$ cat src/rtl/task_unit_pkg.sv
package task_unit_pkg;

   // Queue geometry
   localparam int LOG_TQ_SIZE = 4;
   localparam int TQ_DEPTH    = 1 << LOG_TQ_SIZE;

   // Task word layout: type, args, hint, timestamp from msb down
   localparam int TASK_W    = 72;
   localparam int TTYPE_LSB = 68;

   typedef logic [TASK_W-1:0]      task_t;
   typedef logic [3:0]             ttype_t;
   typedef logic [LOG_TQ_SIZE:0]   tq_count_t;
   typedef logic [7:0]             spill_cnt_t;
   typedef logic [31:0]            reg_t;
   typedef logic [3:0]             reg_addr_t;

   localparam ttype_t TASK_TYPE_SPLITTER = 4'hF;

   // Register map
   localparam reg_addr_t REG_SPILL_THRESHOLD    = 4'd0;
   localparam reg_addr_t REG_SPILL_SIZE         = 4'd1;
   localparam reg_addr_t REG_N_TASKS            = 4'd2;
   localparam reg_addr_t REG_N_ENQ              = 4'd3;
   localparam reg_addr_t REG_N_DEQ              = 4'd4;
   localparam reg_addr_t REG_N_SPLITTER_DEQ     = 4'd5;
   localparam reg_addr_t REG_N_COAL_CHILD       = 4'd6;
   localparam reg_addr_t REG_N_OVERFLOW         = 4'd7;
   localparam reg_addr_t REG_N_CYCLES_DEQ_VALID = 4'd8;

   localparam tq_count_t  DEFAULT_SPILL_THRESHOLD = 5'd12;
   localparam spill_cnt_t DEFAULT_SPILL_SIZE      = 8'd4;

   typedef enum logic {
      SPILL_IDLE,
      SPILL_ACTIVE
   } spill_state_t;

endpackage

$ cat src/rtl/task_queue.sv
`timescale 1ns/1ps

module task_queue import task_unit_pkg::*; (
   input  logic      clk,
   input  logic      rstn,
   input  logic      coal_child_valid,
   output logic      coal_child_ready,
   input  task_t     coal_child_data,
   input  logic      task_enq_valid,
   output logic      task_enq_ready,
   input  task_t     task_enq_data,
   input  logic      head_pop,
   input  tq_count_t spill_threshold,
   output task_t     head_task,
   output logic      head_valid,
   output logic      empty,
   output tq_count_t n_tasks,
   output logic      full,
   output logic      almost_full
);

   task_t                  mem [TQ_DEPTH];
   logic [LOG_TQ_SIZE-1:0] wr_ptr;
   logic [LOG_TQ_SIZE-1:0] rd_ptr;
   tq_count_t              count;
   logic                   wr_en;
   task_t                  wr_data;

   assign full        = (count == tq_count_t'(TQ_DEPTH));
   assign almost_full = (count > spill_threshold);
   assign head_valid  = (count != '0);
   assign empty       = !head_valid;
   assign n_tasks     = count;
   assign head_task   = mem[rd_ptr];

   // Coalescer children always win over normal enqueues
   assign coal_child_ready = !full;
   assign task_enq_ready   = !full && !almost_full && !coal_child_valid;

   assign wr_en   = (coal_child_valid && coal_child_ready) ||
                    (task_enq_valid && task_enq_ready);
   assign wr_data = coal_child_valid ? coal_child_data : task_enq_data;

   always_ff @(posedge clk) begin
      if (wr_en) begin
         mem[wr_ptr] <= wr_data;
      end
   end

   always_ff @(posedge clk) begin
      if (!rstn) begin
         wr_ptr <= '0;
         rd_ptr <= '0;
         count  <= '0;
      end else begin
         if (wr_en) begin
            wr_ptr <= wr_ptr + 1'b1;
         end
         if (head_pop) begin
            rd_ptr <= rd_ptr + 1'b1;
         end
         case ({wr_en, head_pop})
            2'b10:   count <= count + 1'b1;
            2'b01:   count <= count - 1'b1;
            default: count <= count;
         endcase
      end
   end

endmodule

$ cat src/rtl/task_dispatch.sv
`timescale 1ns/1ps

module task_dispatch import task_unit_pkg::*; (
   input  logic       clk,
   input  logic       rstn,
   input  task_t      head_task,
   input  logic       head_valid,
   input  logic       almost_full,
   input  spill_cnt_t spill_size,
   output logic       overflow_valid,
   input  logic       overflow_ready,
   output task_t      overflow_data,
   output logic       task_deq_valid,
   input  logic       task_deq_ready,
   output task_t      task_deq_data,
   output logic       splitter_deq_valid,
   input  logic       splitter_deq_ready,
   output task_t      splitter_deq_task,
   output logic       head_pop
);

   spill_state_t spill_state;
   spill_cnt_t   spills_left;
   ttype_t       head_ttype;
   logic         is_splitter;
   logic         ovf_xfer;

   assign head_ttype  = head_task[TTYPE_LSB +: 4];
   assign is_splitter = (head_ttype == TASK_TYPE_SPLITTER);

   // While spilling only the overflow port sees the head
   assign overflow_valid     = head_valid && (spill_state == SPILL_ACTIVE);
   assign task_deq_valid     = head_valid && (spill_state == SPILL_IDLE) && !is_splitter;
   assign splitter_deq_valid = head_valid && (spill_state == SPILL_IDLE) && is_splitter;

   assign overflow_data     = head_task;
   assign task_deq_data     = head_task;
   assign splitter_deq_task = head_task;

   assign ovf_xfer = overflow_valid && overflow_ready;
   assign head_pop = ovf_xfer || (task_deq_valid && task_deq_ready) ||
                     (splitter_deq_valid && splitter_deq_ready);

   always_ff @(posedge clk) begin
      if (!rstn) begin
         spill_state <= SPILL_IDLE;
         spills_left <= '0;
      end else begin
         case (spill_state)
            SPILL_IDLE: begin
               if (almost_full && (spill_size != '0)) begin
                  spill_state <= SPILL_ACTIVE;
                  spills_left <= spill_size;
               end
            end
            SPILL_ACTIVE: begin
               if (ovf_xfer) begin
                  spills_left <= spills_left - 1'b1;
                  // Last task of this spill burst
                  if (spills_left == spill_cnt_t'(1)) begin
                     spill_state <= SPILL_IDLE;
                  end
               end
            end
            default: spill_state <= SPILL_IDLE;
         endcase
      end
   end

endmodule

$ cat src/rtl/task_stats.sv
`timescale 1ns/1ps

module task_stats import task_unit_pkg::*; (
   input  logic clk,
   input  logic rstn,
   input  logic task_enq_valid,
   input  logic task_enq_ready,
   input  logic coal_child_valid,
   input  logic coal_child_ready,
   input  logic task_deq_valid,
   input  logic task_deq_ready,
   input  logic splitter_deq_valid,
   input  logic splitter_deq_ready,
   input  logic overflow_valid,
   input  logic overflow_ready,
   output reg_t n_enq,
   output reg_t n_coal_child,
   output reg_t n_deq,
   output reg_t n_splitter_deq,
   output reg_t n_overflow,
   output reg_t n_cycles_deq_valid
);

   always_ff @(posedge clk) begin
      if (!rstn) begin
         n_enq              <= '0;
         n_coal_child       <= '0;
         n_deq              <= '0;
         n_splitter_deq     <= '0;
         n_overflow         <= '0;
         n_cycles_deq_valid <= '0;
      end else begin
         if (task_enq_valid && task_enq_ready) begin
            n_enq <= n_enq + 1'b1;
         end
         if (coal_child_valid && coal_child_ready) begin
            n_coal_child <= n_coal_child + 1'b1;
         end
         if (task_deq_valid && task_deq_ready) begin
            n_deq <= n_deq + 1'b1;
         end
         if (splitter_deq_valid && splitter_deq_ready) begin
            n_splitter_deq <= n_splitter_deq + 1'b1;
         end
         if (overflow_valid && overflow_ready) begin
            n_overflow <= n_overflow + 1'b1;
         end
         // Counts stalled cycles too
         if (task_deq_valid) begin
            n_cycles_deq_valid <= n_cycles_deq_valid + 1'b1;
         end
      end
   end

endmodule

$ cat src/rtl/task_unit_csr.sv
`timescale 1ns/1ps

module task_unit_csr import task_unit_pkg::*; (
   input  logic       clk,
   input  logic       rstn,
   input  logic       wb_cyc,
   input  logic       wb_stb,
   input  logic       wb_we,
   input  reg_addr_t  wb_adr,
   input  reg_t       wb_wdata,
   output reg_t       wb_rdata,
   output logic       wb_ack,
   input  tq_count_t  n_tasks,
   input  reg_t       n_enq,
   input  reg_t       n_coal_child,
   input  reg_t       n_deq,
   input  reg_t       n_splitter_deq,
   input  reg_t       n_overflow,
   input  reg_t       n_cycles_deq_valid,
   output tq_count_t  spill_threshold,
   output spill_cnt_t spill_size
);

   logic access;
   reg_t rd_value;

   // New access only while ack is low, so each one acks once
   assign access = wb_cyc && wb_stb && !wb_ack;

   always_comb begin
      case (wb_adr)
         REG_SPILL_THRESHOLD:    rd_value = reg_t'(spill_threshold);
         REG_SPILL_SIZE:         rd_value = reg_t'(spill_size);
         REG_N_TASKS:            rd_value = reg_t'(n_tasks);
         REG_N_ENQ:              rd_value = n_enq;
         REG_N_DEQ:              rd_value = n_deq;
         REG_N_SPLITTER_DEQ:     rd_value = n_splitter_deq;
         REG_N_COAL_CHILD:       rd_value = n_coal_child;
         REG_N_OVERFLOW:         rd_value = n_overflow;
         REG_N_CYCLES_DEQ_VALID: rd_value = n_cycles_deq_valid;
         default:                rd_value = '0;
      endcase
   end

   always_ff @(posedge clk) begin
      if (!rstn) begin
         wb_ack          <= 1'b0;
         spill_threshold <= DEFAULT_SPILL_THRESHOLD;
         spill_size      <= DEFAULT_SPILL_SIZE;
      end else begin
         wb_ack <= access;
         if (access && wb_we) begin
            case (wb_adr)
               REG_SPILL_THRESHOLD: spill_threshold <= wb_wdata[LOG_TQ_SIZE:0];
               REG_SPILL_SIZE:      spill_size <= wb_wdata[7:0];
               default:             ;
            endcase
         end
      end
   end

   always_ff @(posedge clk) begin
      if (access && !wb_we) begin
         wb_rdata <= rd_value;
      end
   end

endmodule

$ cat src/rtl/task_unit.sv
`timescale 1ns/1ps

module task_unit import task_unit_pkg::*; (
   input  logic      clk,
   input  logic      rstn,

   // Task sources
   input  logic      task_enq_valid,
   output logic      task_enq_ready,
   input  task_t     task_enq_data,
   input  logic      coal_child_valid,
   output logic      coal_child_ready,
   input  task_t     coal_child_data,

   // Task sinks
   output logic      task_deq_valid,
   input  logic      task_deq_ready,
   output task_t     task_deq_data,
   output logic      splitter_deq_valid,
   input  logic      splitter_deq_ready,
   output task_t     splitter_deq_task,
   output logic      overflow_valid,
   input  logic      overflow_ready,
   output task_t     overflow_data,

   output logic      full,
   output logic      almost_full,
   output logic      empty,

   // Wishbone register slave
   input  logic      wb_cyc,
   input  logic      wb_stb,
   input  logic      wb_we,
   input  reg_addr_t wb_adr,
   input  reg_t      wb_wdata,
   output reg_t      wb_rdata,
   output logic      wb_ack
);

   task_t      head_task;
   logic       head_valid;
   logic       head_pop;
   tq_count_t  n_tasks;
   tq_count_t  spill_threshold;
   spill_cnt_t spill_size;
   reg_t       n_enq;
   reg_t       n_coal_child;
   reg_t       n_deq;
   reg_t       n_splitter_deq;
   reg_t       n_overflow;
   reg_t       n_cycles_deq_valid;

   task_queue u_queue (
      .clk              (clk),
      .rstn             (rstn),
      .coal_child_valid (coal_child_valid),
      .coal_child_ready (coal_child_ready),
      .coal_child_data  (coal_child_data),
      .task_enq_valid   (task_enq_valid),
      .task_enq_ready   (task_enq_ready),
      .task_enq_data    (task_enq_data),
      .head_pop         (head_pop),
      .spill_threshold  (spill_threshold),
      .head_task        (head_task),
      .head_valid       (head_valid),
      .empty            (empty),
      .n_tasks          (n_tasks),
      .full             (full),
      .almost_full      (almost_full)
   );

   task_dispatch u_dispatch (
      .clk                (clk),
      .rstn               (rstn),
      .head_task          (head_task),
      .head_valid         (head_valid),
      .almost_full        (almost_full),
      .spill_size         (spill_size),
      .overflow_valid     (overflow_valid),
      .overflow_ready     (overflow_ready),
      .overflow_data      (overflow_data),
      .task_deq_valid     (task_deq_valid),
      .task_deq_ready     (task_deq_ready),
      .task_deq_data      (task_deq_data),
      .splitter_deq_valid (splitter_deq_valid),
      .splitter_deq_ready (splitter_deq_ready),
      .splitter_deq_task  (splitter_deq_task),
      .head_pop           (head_pop)
   );

   task_stats u_stats (
      .clk                (clk),
      .rstn               (rstn),
      .task_enq_valid     (task_enq_valid),
      .task_enq_ready     (task_enq_ready),
      .coal_child_valid   (coal_child_valid),
      .coal_child_ready   (coal_child_ready),
      .task_deq_valid     (task_deq_valid),
      .task_deq_ready     (task_deq_ready),
      .splitter_deq_valid (splitter_deq_valid),
      .splitter_deq_ready (splitter_deq_ready),
      .overflow_valid     (overflow_valid),
      .overflow_ready     (overflow_ready),
      .n_enq              (n_enq),
      .n_coal_child       (n_coal_child),
      .n_deq              (n_deq),
      .n_splitter_deq     (n_splitter_deq),
      .n_overflow         (n_overflow),
      .n_cycles_deq_valid (n_cycles_deq_valid)
   );

   task_unit_csr u_csr (
      .clk                (clk),
      .rstn               (rstn),
      .wb_cyc             (wb_cyc),
      .wb_stb             (wb_stb),
      .wb_we              (wb_we),
      .wb_adr             (wb_adr),
      .wb_wdata           (wb_wdata),
      .wb_rdata           (wb_rdata),
      .wb_ack             (wb_ack),
      .n_tasks            (n_tasks),
      .n_enq              (n_enq),
      .n_coal_child       (n_coal_child),
      .n_deq              (n_deq),
      .n_splitter_deq     (n_splitter_deq),
      .n_overflow         (n_overflow),
      .n_cycles_deq_valid (n_cycles_deq_valid),
      .spill_threshold    (spill_threshold),
      .spill_size         (spill_size)
   );

endmodule

$ cat config.mk
export PLATFORM = sky130hd
export DESIGN_NAME = task_unit
export DESIGN_NICKNAME = d
export VERILOG_FILES = /design/src/rtl/task_unit_pkg.sv /design/src/rtl/task_queue.sv /design/src/rtl/task_dispatch.sv /design/src/rtl/task_stats.sv /design/src/rtl/task_unit_csr.sv /design/src/rtl/task_unit.sv
export SDC_FILE = /design/constraint.sdc
export NUM_CORES = 1
export LEC_CHECK = 0
export BUFFER_PORTS_ARGS = -buffer_cell sky130_fd_sc_hd__clkbuf_2
export CAP_MARGIN = 15
export CORE_MARGIN = 1
export CORE_UTILIZATION = 40
export DETAILED_ROUTE_END_ITERATION = 8
export GPL_ROUTABILITY_DRIVEN = 0
export MAX_ROUTING_LAYER = met4
export PLACE_DENSITY = 0.68
export SLEW_MARGIN = 5
export SYNTH_ARGS = -nofsm -noshare
export SYNTH_HDL_FRONTEND = slang
export SYNTH_SLANG_ARGS = --single-unit
$ cat constraint.sdc
create_clock -name clk -period 13.8 [get_ports clk]
set_input_delay 2.07 -clock clk [delete_from_list [all_inputs] [get_ports clk]]
set_output_delay 2.07 -clock clk [all_outputs]
set_load 0.01 [all_outputs]
==> impl_metrics.py <==
metrics = {
    "place": {
        "dp_cells": 5546,
        "pre_cts_ws_ps": 7470,
        "postPlaceCellArea_sq_um": 62400,
        "port-buffer-count": 422,
        "dpl.hpwl_microns": 80500,
    },
    "sta": {
        "fin_skew_ps": 65.7,
        "slew_headroom": 0.244,
        "fmax_mhz": 143,
        "layout_min_cycle_time_ps": 7000,
        "fin_crit_sh": 0.507,
        "tns_ps": 0,
        "hold_ws_ps": 472,
        "hold_viol": 0,
        "finalSetupViolations": 0,
        "worst_pin_slew_ps": 1130,
        "slew_violations": 0,
        "rsz0062_at_grt": "no",
        "postLayoutSetupSlackWorst_ps": 6800,
    },
    "floorplanning": {
        "initial_core_util": 0.404,
        "ios": 447,
        "rows": 140,
        "die_width_microns": 387,
        "fp.dieH_microns": 387,
        "dieArea_sq_um": 149000,
        "core_area_sq_um": 146000,
    },
    "yosys": {
        "ys.flop_type": "edfxtp_1",
        "ys_seq_area_frac": 0.680,
        "ys_ff_latch": 1416,
        "avgSynthCellArea_sq_um": 16.9,
        "syn_nets": 3707,
        "synthCells": 3494,
        "synth_cell_types": 65,
        "syn-cell-area_sq_um": 59100,
        "synth-edff-count": 1184,
        "ys_warn_count": 0,
        "async_reset_ff_frac": 0,
    },
    "finish": {
        "fill_cells": 12300,
        "drive_above_1_share": 0.299,
        "nets": 3997,
        "area_growth_pct": 13.8,
        "stdcell_area_sq_um": 67300,
        "layout.cells.non_filler": 5821,
    },
    "global_routing": {
        "grt_pass1_wl_microns": 210000,
        "grt_pass1_vias": 32310,
        "grt_usage": 0.192,
        "grt_max_degree": 102,
        "grt_overflow_total": 0,
        "antenna_found_initial": 0,
    },
    "worst_setup_path": {
        "r2r_slack_ps": 8050,
        "cp_slowest_cell": "dfxtp_4",
        "cp_max_fo": 92,
        "critical_path.cell_chain": "buf_12 -> buf_4 -> mux4_2 -> mux4_2 -> clkbuf_2",
        "critPathLaunchType": "flip-flop",
        "crit_buf_inv": 3,
        "worst-setup-path-type": "reg2out",
        "worst_setup_path_end_kind": "output pin",
        "critical_path.max_stage_delay_ps": 1020,
        "required_ps": 11730,
        "arrival_ps": 4930,
        "cpLargestDelayFamily": "buffers and inverters",
        "crit_top_cell": "mux4_2",
    },
    "routing": {
        "drt_pass1_iterations": 6,
        "wl_per_cell_microns": 24.4,
        "drt_wl_total_microns": 142000,
        "antenna_left": 0,
        "drt_iter0_drc": 3683,
        "routed-via-count": 33363,
        "route.detailed.drc": 0,
        "via_per_inst": 5.73,
    },
    "clock_tree": {
        "clock_latency_ps": 780,
        "ctsHtreeMaxLevel": 4,
        "cts_inserted_buffers": 152,
        "path_clk_slew_ps": 60,
        "cts_sinks": 1416,
        "clockRootBuffer": "clkbuf_16",
        "cts_tree": "done",
        "cts_setup_buffers": 0,
        "cts_resized": 0,
        "clock_path_buffers": 3,
        "cts_hold_buffers": 0,
    },
    "pwr": {
        "cellPowerDensity_nw_per_um2": 175,
        "power.static_leakage_nw": 21.4,
        "vdd_drop_max_mv": 0.167,
    },
    "min_path": {
        "hp-class": "reg2reg",
    },
    "run": {
        "cap_violations": 0,
    },
    "status": {
        "status": "complete, no violations",
    },
}
==> final cells by class <==
class	count	area (sq um)	share of cell area
antenna	1	2.50	0.0000372
clock buffer	191	3970	0.0590
clock inverter	82	897	0.0133
inverter	51	194	0.00288
multi-input combinational	1673	17000	0.252
sequential	1416	40200	0.597
tap	1917	2400	0.0356
timing repair buffer	490	2650	0.0394
==> state kept, by name, summed over array words and instances (netlist names), 32 cells and up, named ones only <==
name and cells:
u_csr.wb_rdata 32, u_stats.n_overflow 32, u_stats.n_splitter_deq 32, u_stats.n_enq 32
u_stats.n_cycles_deq_valid 32, u_queue.mem 1152, u_stats.n_coal_child 32, u_stats.n_deq 32
==> per-layer routing <==
| layer | vias to the layer above | track usage | wire, microns |
|---|---|---|---|
| li1 | 14525 | - | - |
| met1 | 17274 | 0.254 | 59200 |
| met2 | 1368 | 0.310 | 70000 |
| met3 | 196 | 0.0348 | 10400 |
| met4 | 0 | 0.0454 | 2480 |
| met5 | - | - | 0 |
==> stage by stage <==
step / power (mW) / util
global route: 12.3 / 0.460
finish: 11.8 / 0.460
global placement: 7.93 / 0.427
CTS: 11.9 / 0.460
floorplan: 7.33 / -
detailed placement: 7.94 / 0.427
==> Yosys cell counts, types with 26 or more instances <==
cell type  number  area (sq um)
nor4_1         64           400
clkbuf_1      174           653
o21ai_0        45           225
xnor2_1        33           289
o41ai_1        40           350
nand2b_1       94           588
or3_1          28           175
a222oi_1       26           260
mux2i_1        92           921
dfxtp_1       232          4640
nor2_1        130           488
nand3_1        63           315
inv_1          47           176
o311ai_0       42           368
mux2_2         72           811
a22oi_1        34           255
nand4_1        45           282
nor3_1         36           180
buf_4         144          1080
edfxtp_1     1184         35600
nand2_1       171           642
a21oi_1        76           380
mux4_2        356          8020
==> placed cells by master (no fill, tap or decap), drive strengths merged, types with 20 or more instances in the layout <==
cell and instances:
nand2b 94, o21ai 45, clkbuf 612, xor2 21, o311ai 42, o41ai 40, edfxtp 1184, or3 28
nor4 65, nand2 171, or4 22, nand4 45, xnor2 33, clkinv 61, and4 23, nand3 65
nor3 36, inv 60, a21oi 76, mux2 72, o31ai 21, and3 20, ha 22, mux2i 92
dfxtp 232, nor2 130, buf 69, a222oi 26, mux4 356, a22oi 35
==> final timing paths <==
path                                                startpoint  depth (start not counted)                              end
worst max register to register                       flip-flop                         17  u_queue.n_tasks[4]$_SDFFE_PN0P_
worst max-delay path                                 flip-flop                          5                 task_deq_data[2]
worst min register to register  u_stats.n_deq[31]$_SDFFE_PN0P_                          2   u_stats.n_deq[31]$_SDFFE_PN0P_
worst min-delay path            u_stats.n_deq[31]$_SDFFE_PN0P_                          2   u_stats.n_deq[31]$_SDFFE_PN0P_
==> where the power goes <==
part	total, mW	internal [mW]	switching (mW)
Combinational	2.82	1.25	1.58
Sequential	5.00	4.87	0.132
Clock	3.97	2.24	1.73
Total	11.8	8.36	3.43
==> worst reg2reg max path, delay by kind of cell, from the launching register on <==
family	cells	cell delay, ps
AND/OR/NAND/NOR	7	1470
buffers and inverters	4	1250
flip-flops	1	1020
adder cells (fa/ha/maj)	2	620
multiplexers	1	600
AO/OA/AOI/OAI	2	480
XOR/XNOR	1	140
==> cell families (layout without fill, tap and decap cells) <==
| group | Yosys count | after routing | synth area share |
|---|---|---|---|
| multiplexers | 520 | 520 | 0.165 |
| AND/OR/NAND/NOR | 739 | 739 | 0.0657 |
| adder cells (fa/ha/maj) | 23 | 23 | 0.00499 |
| buffers and inverters | 405 | 814 | 0.0358 |
| XOR/XNOR | 54 | 54 | 0.00800 |
| AO/OA/AOI/OAI | 337 | 337 | 0.0410 |
| flip-flops | 1416 | 1416 | 0.680 |
| other | 0 | 1 | 0 |
No activity file was read; power rests on OpenSTA's default activity.
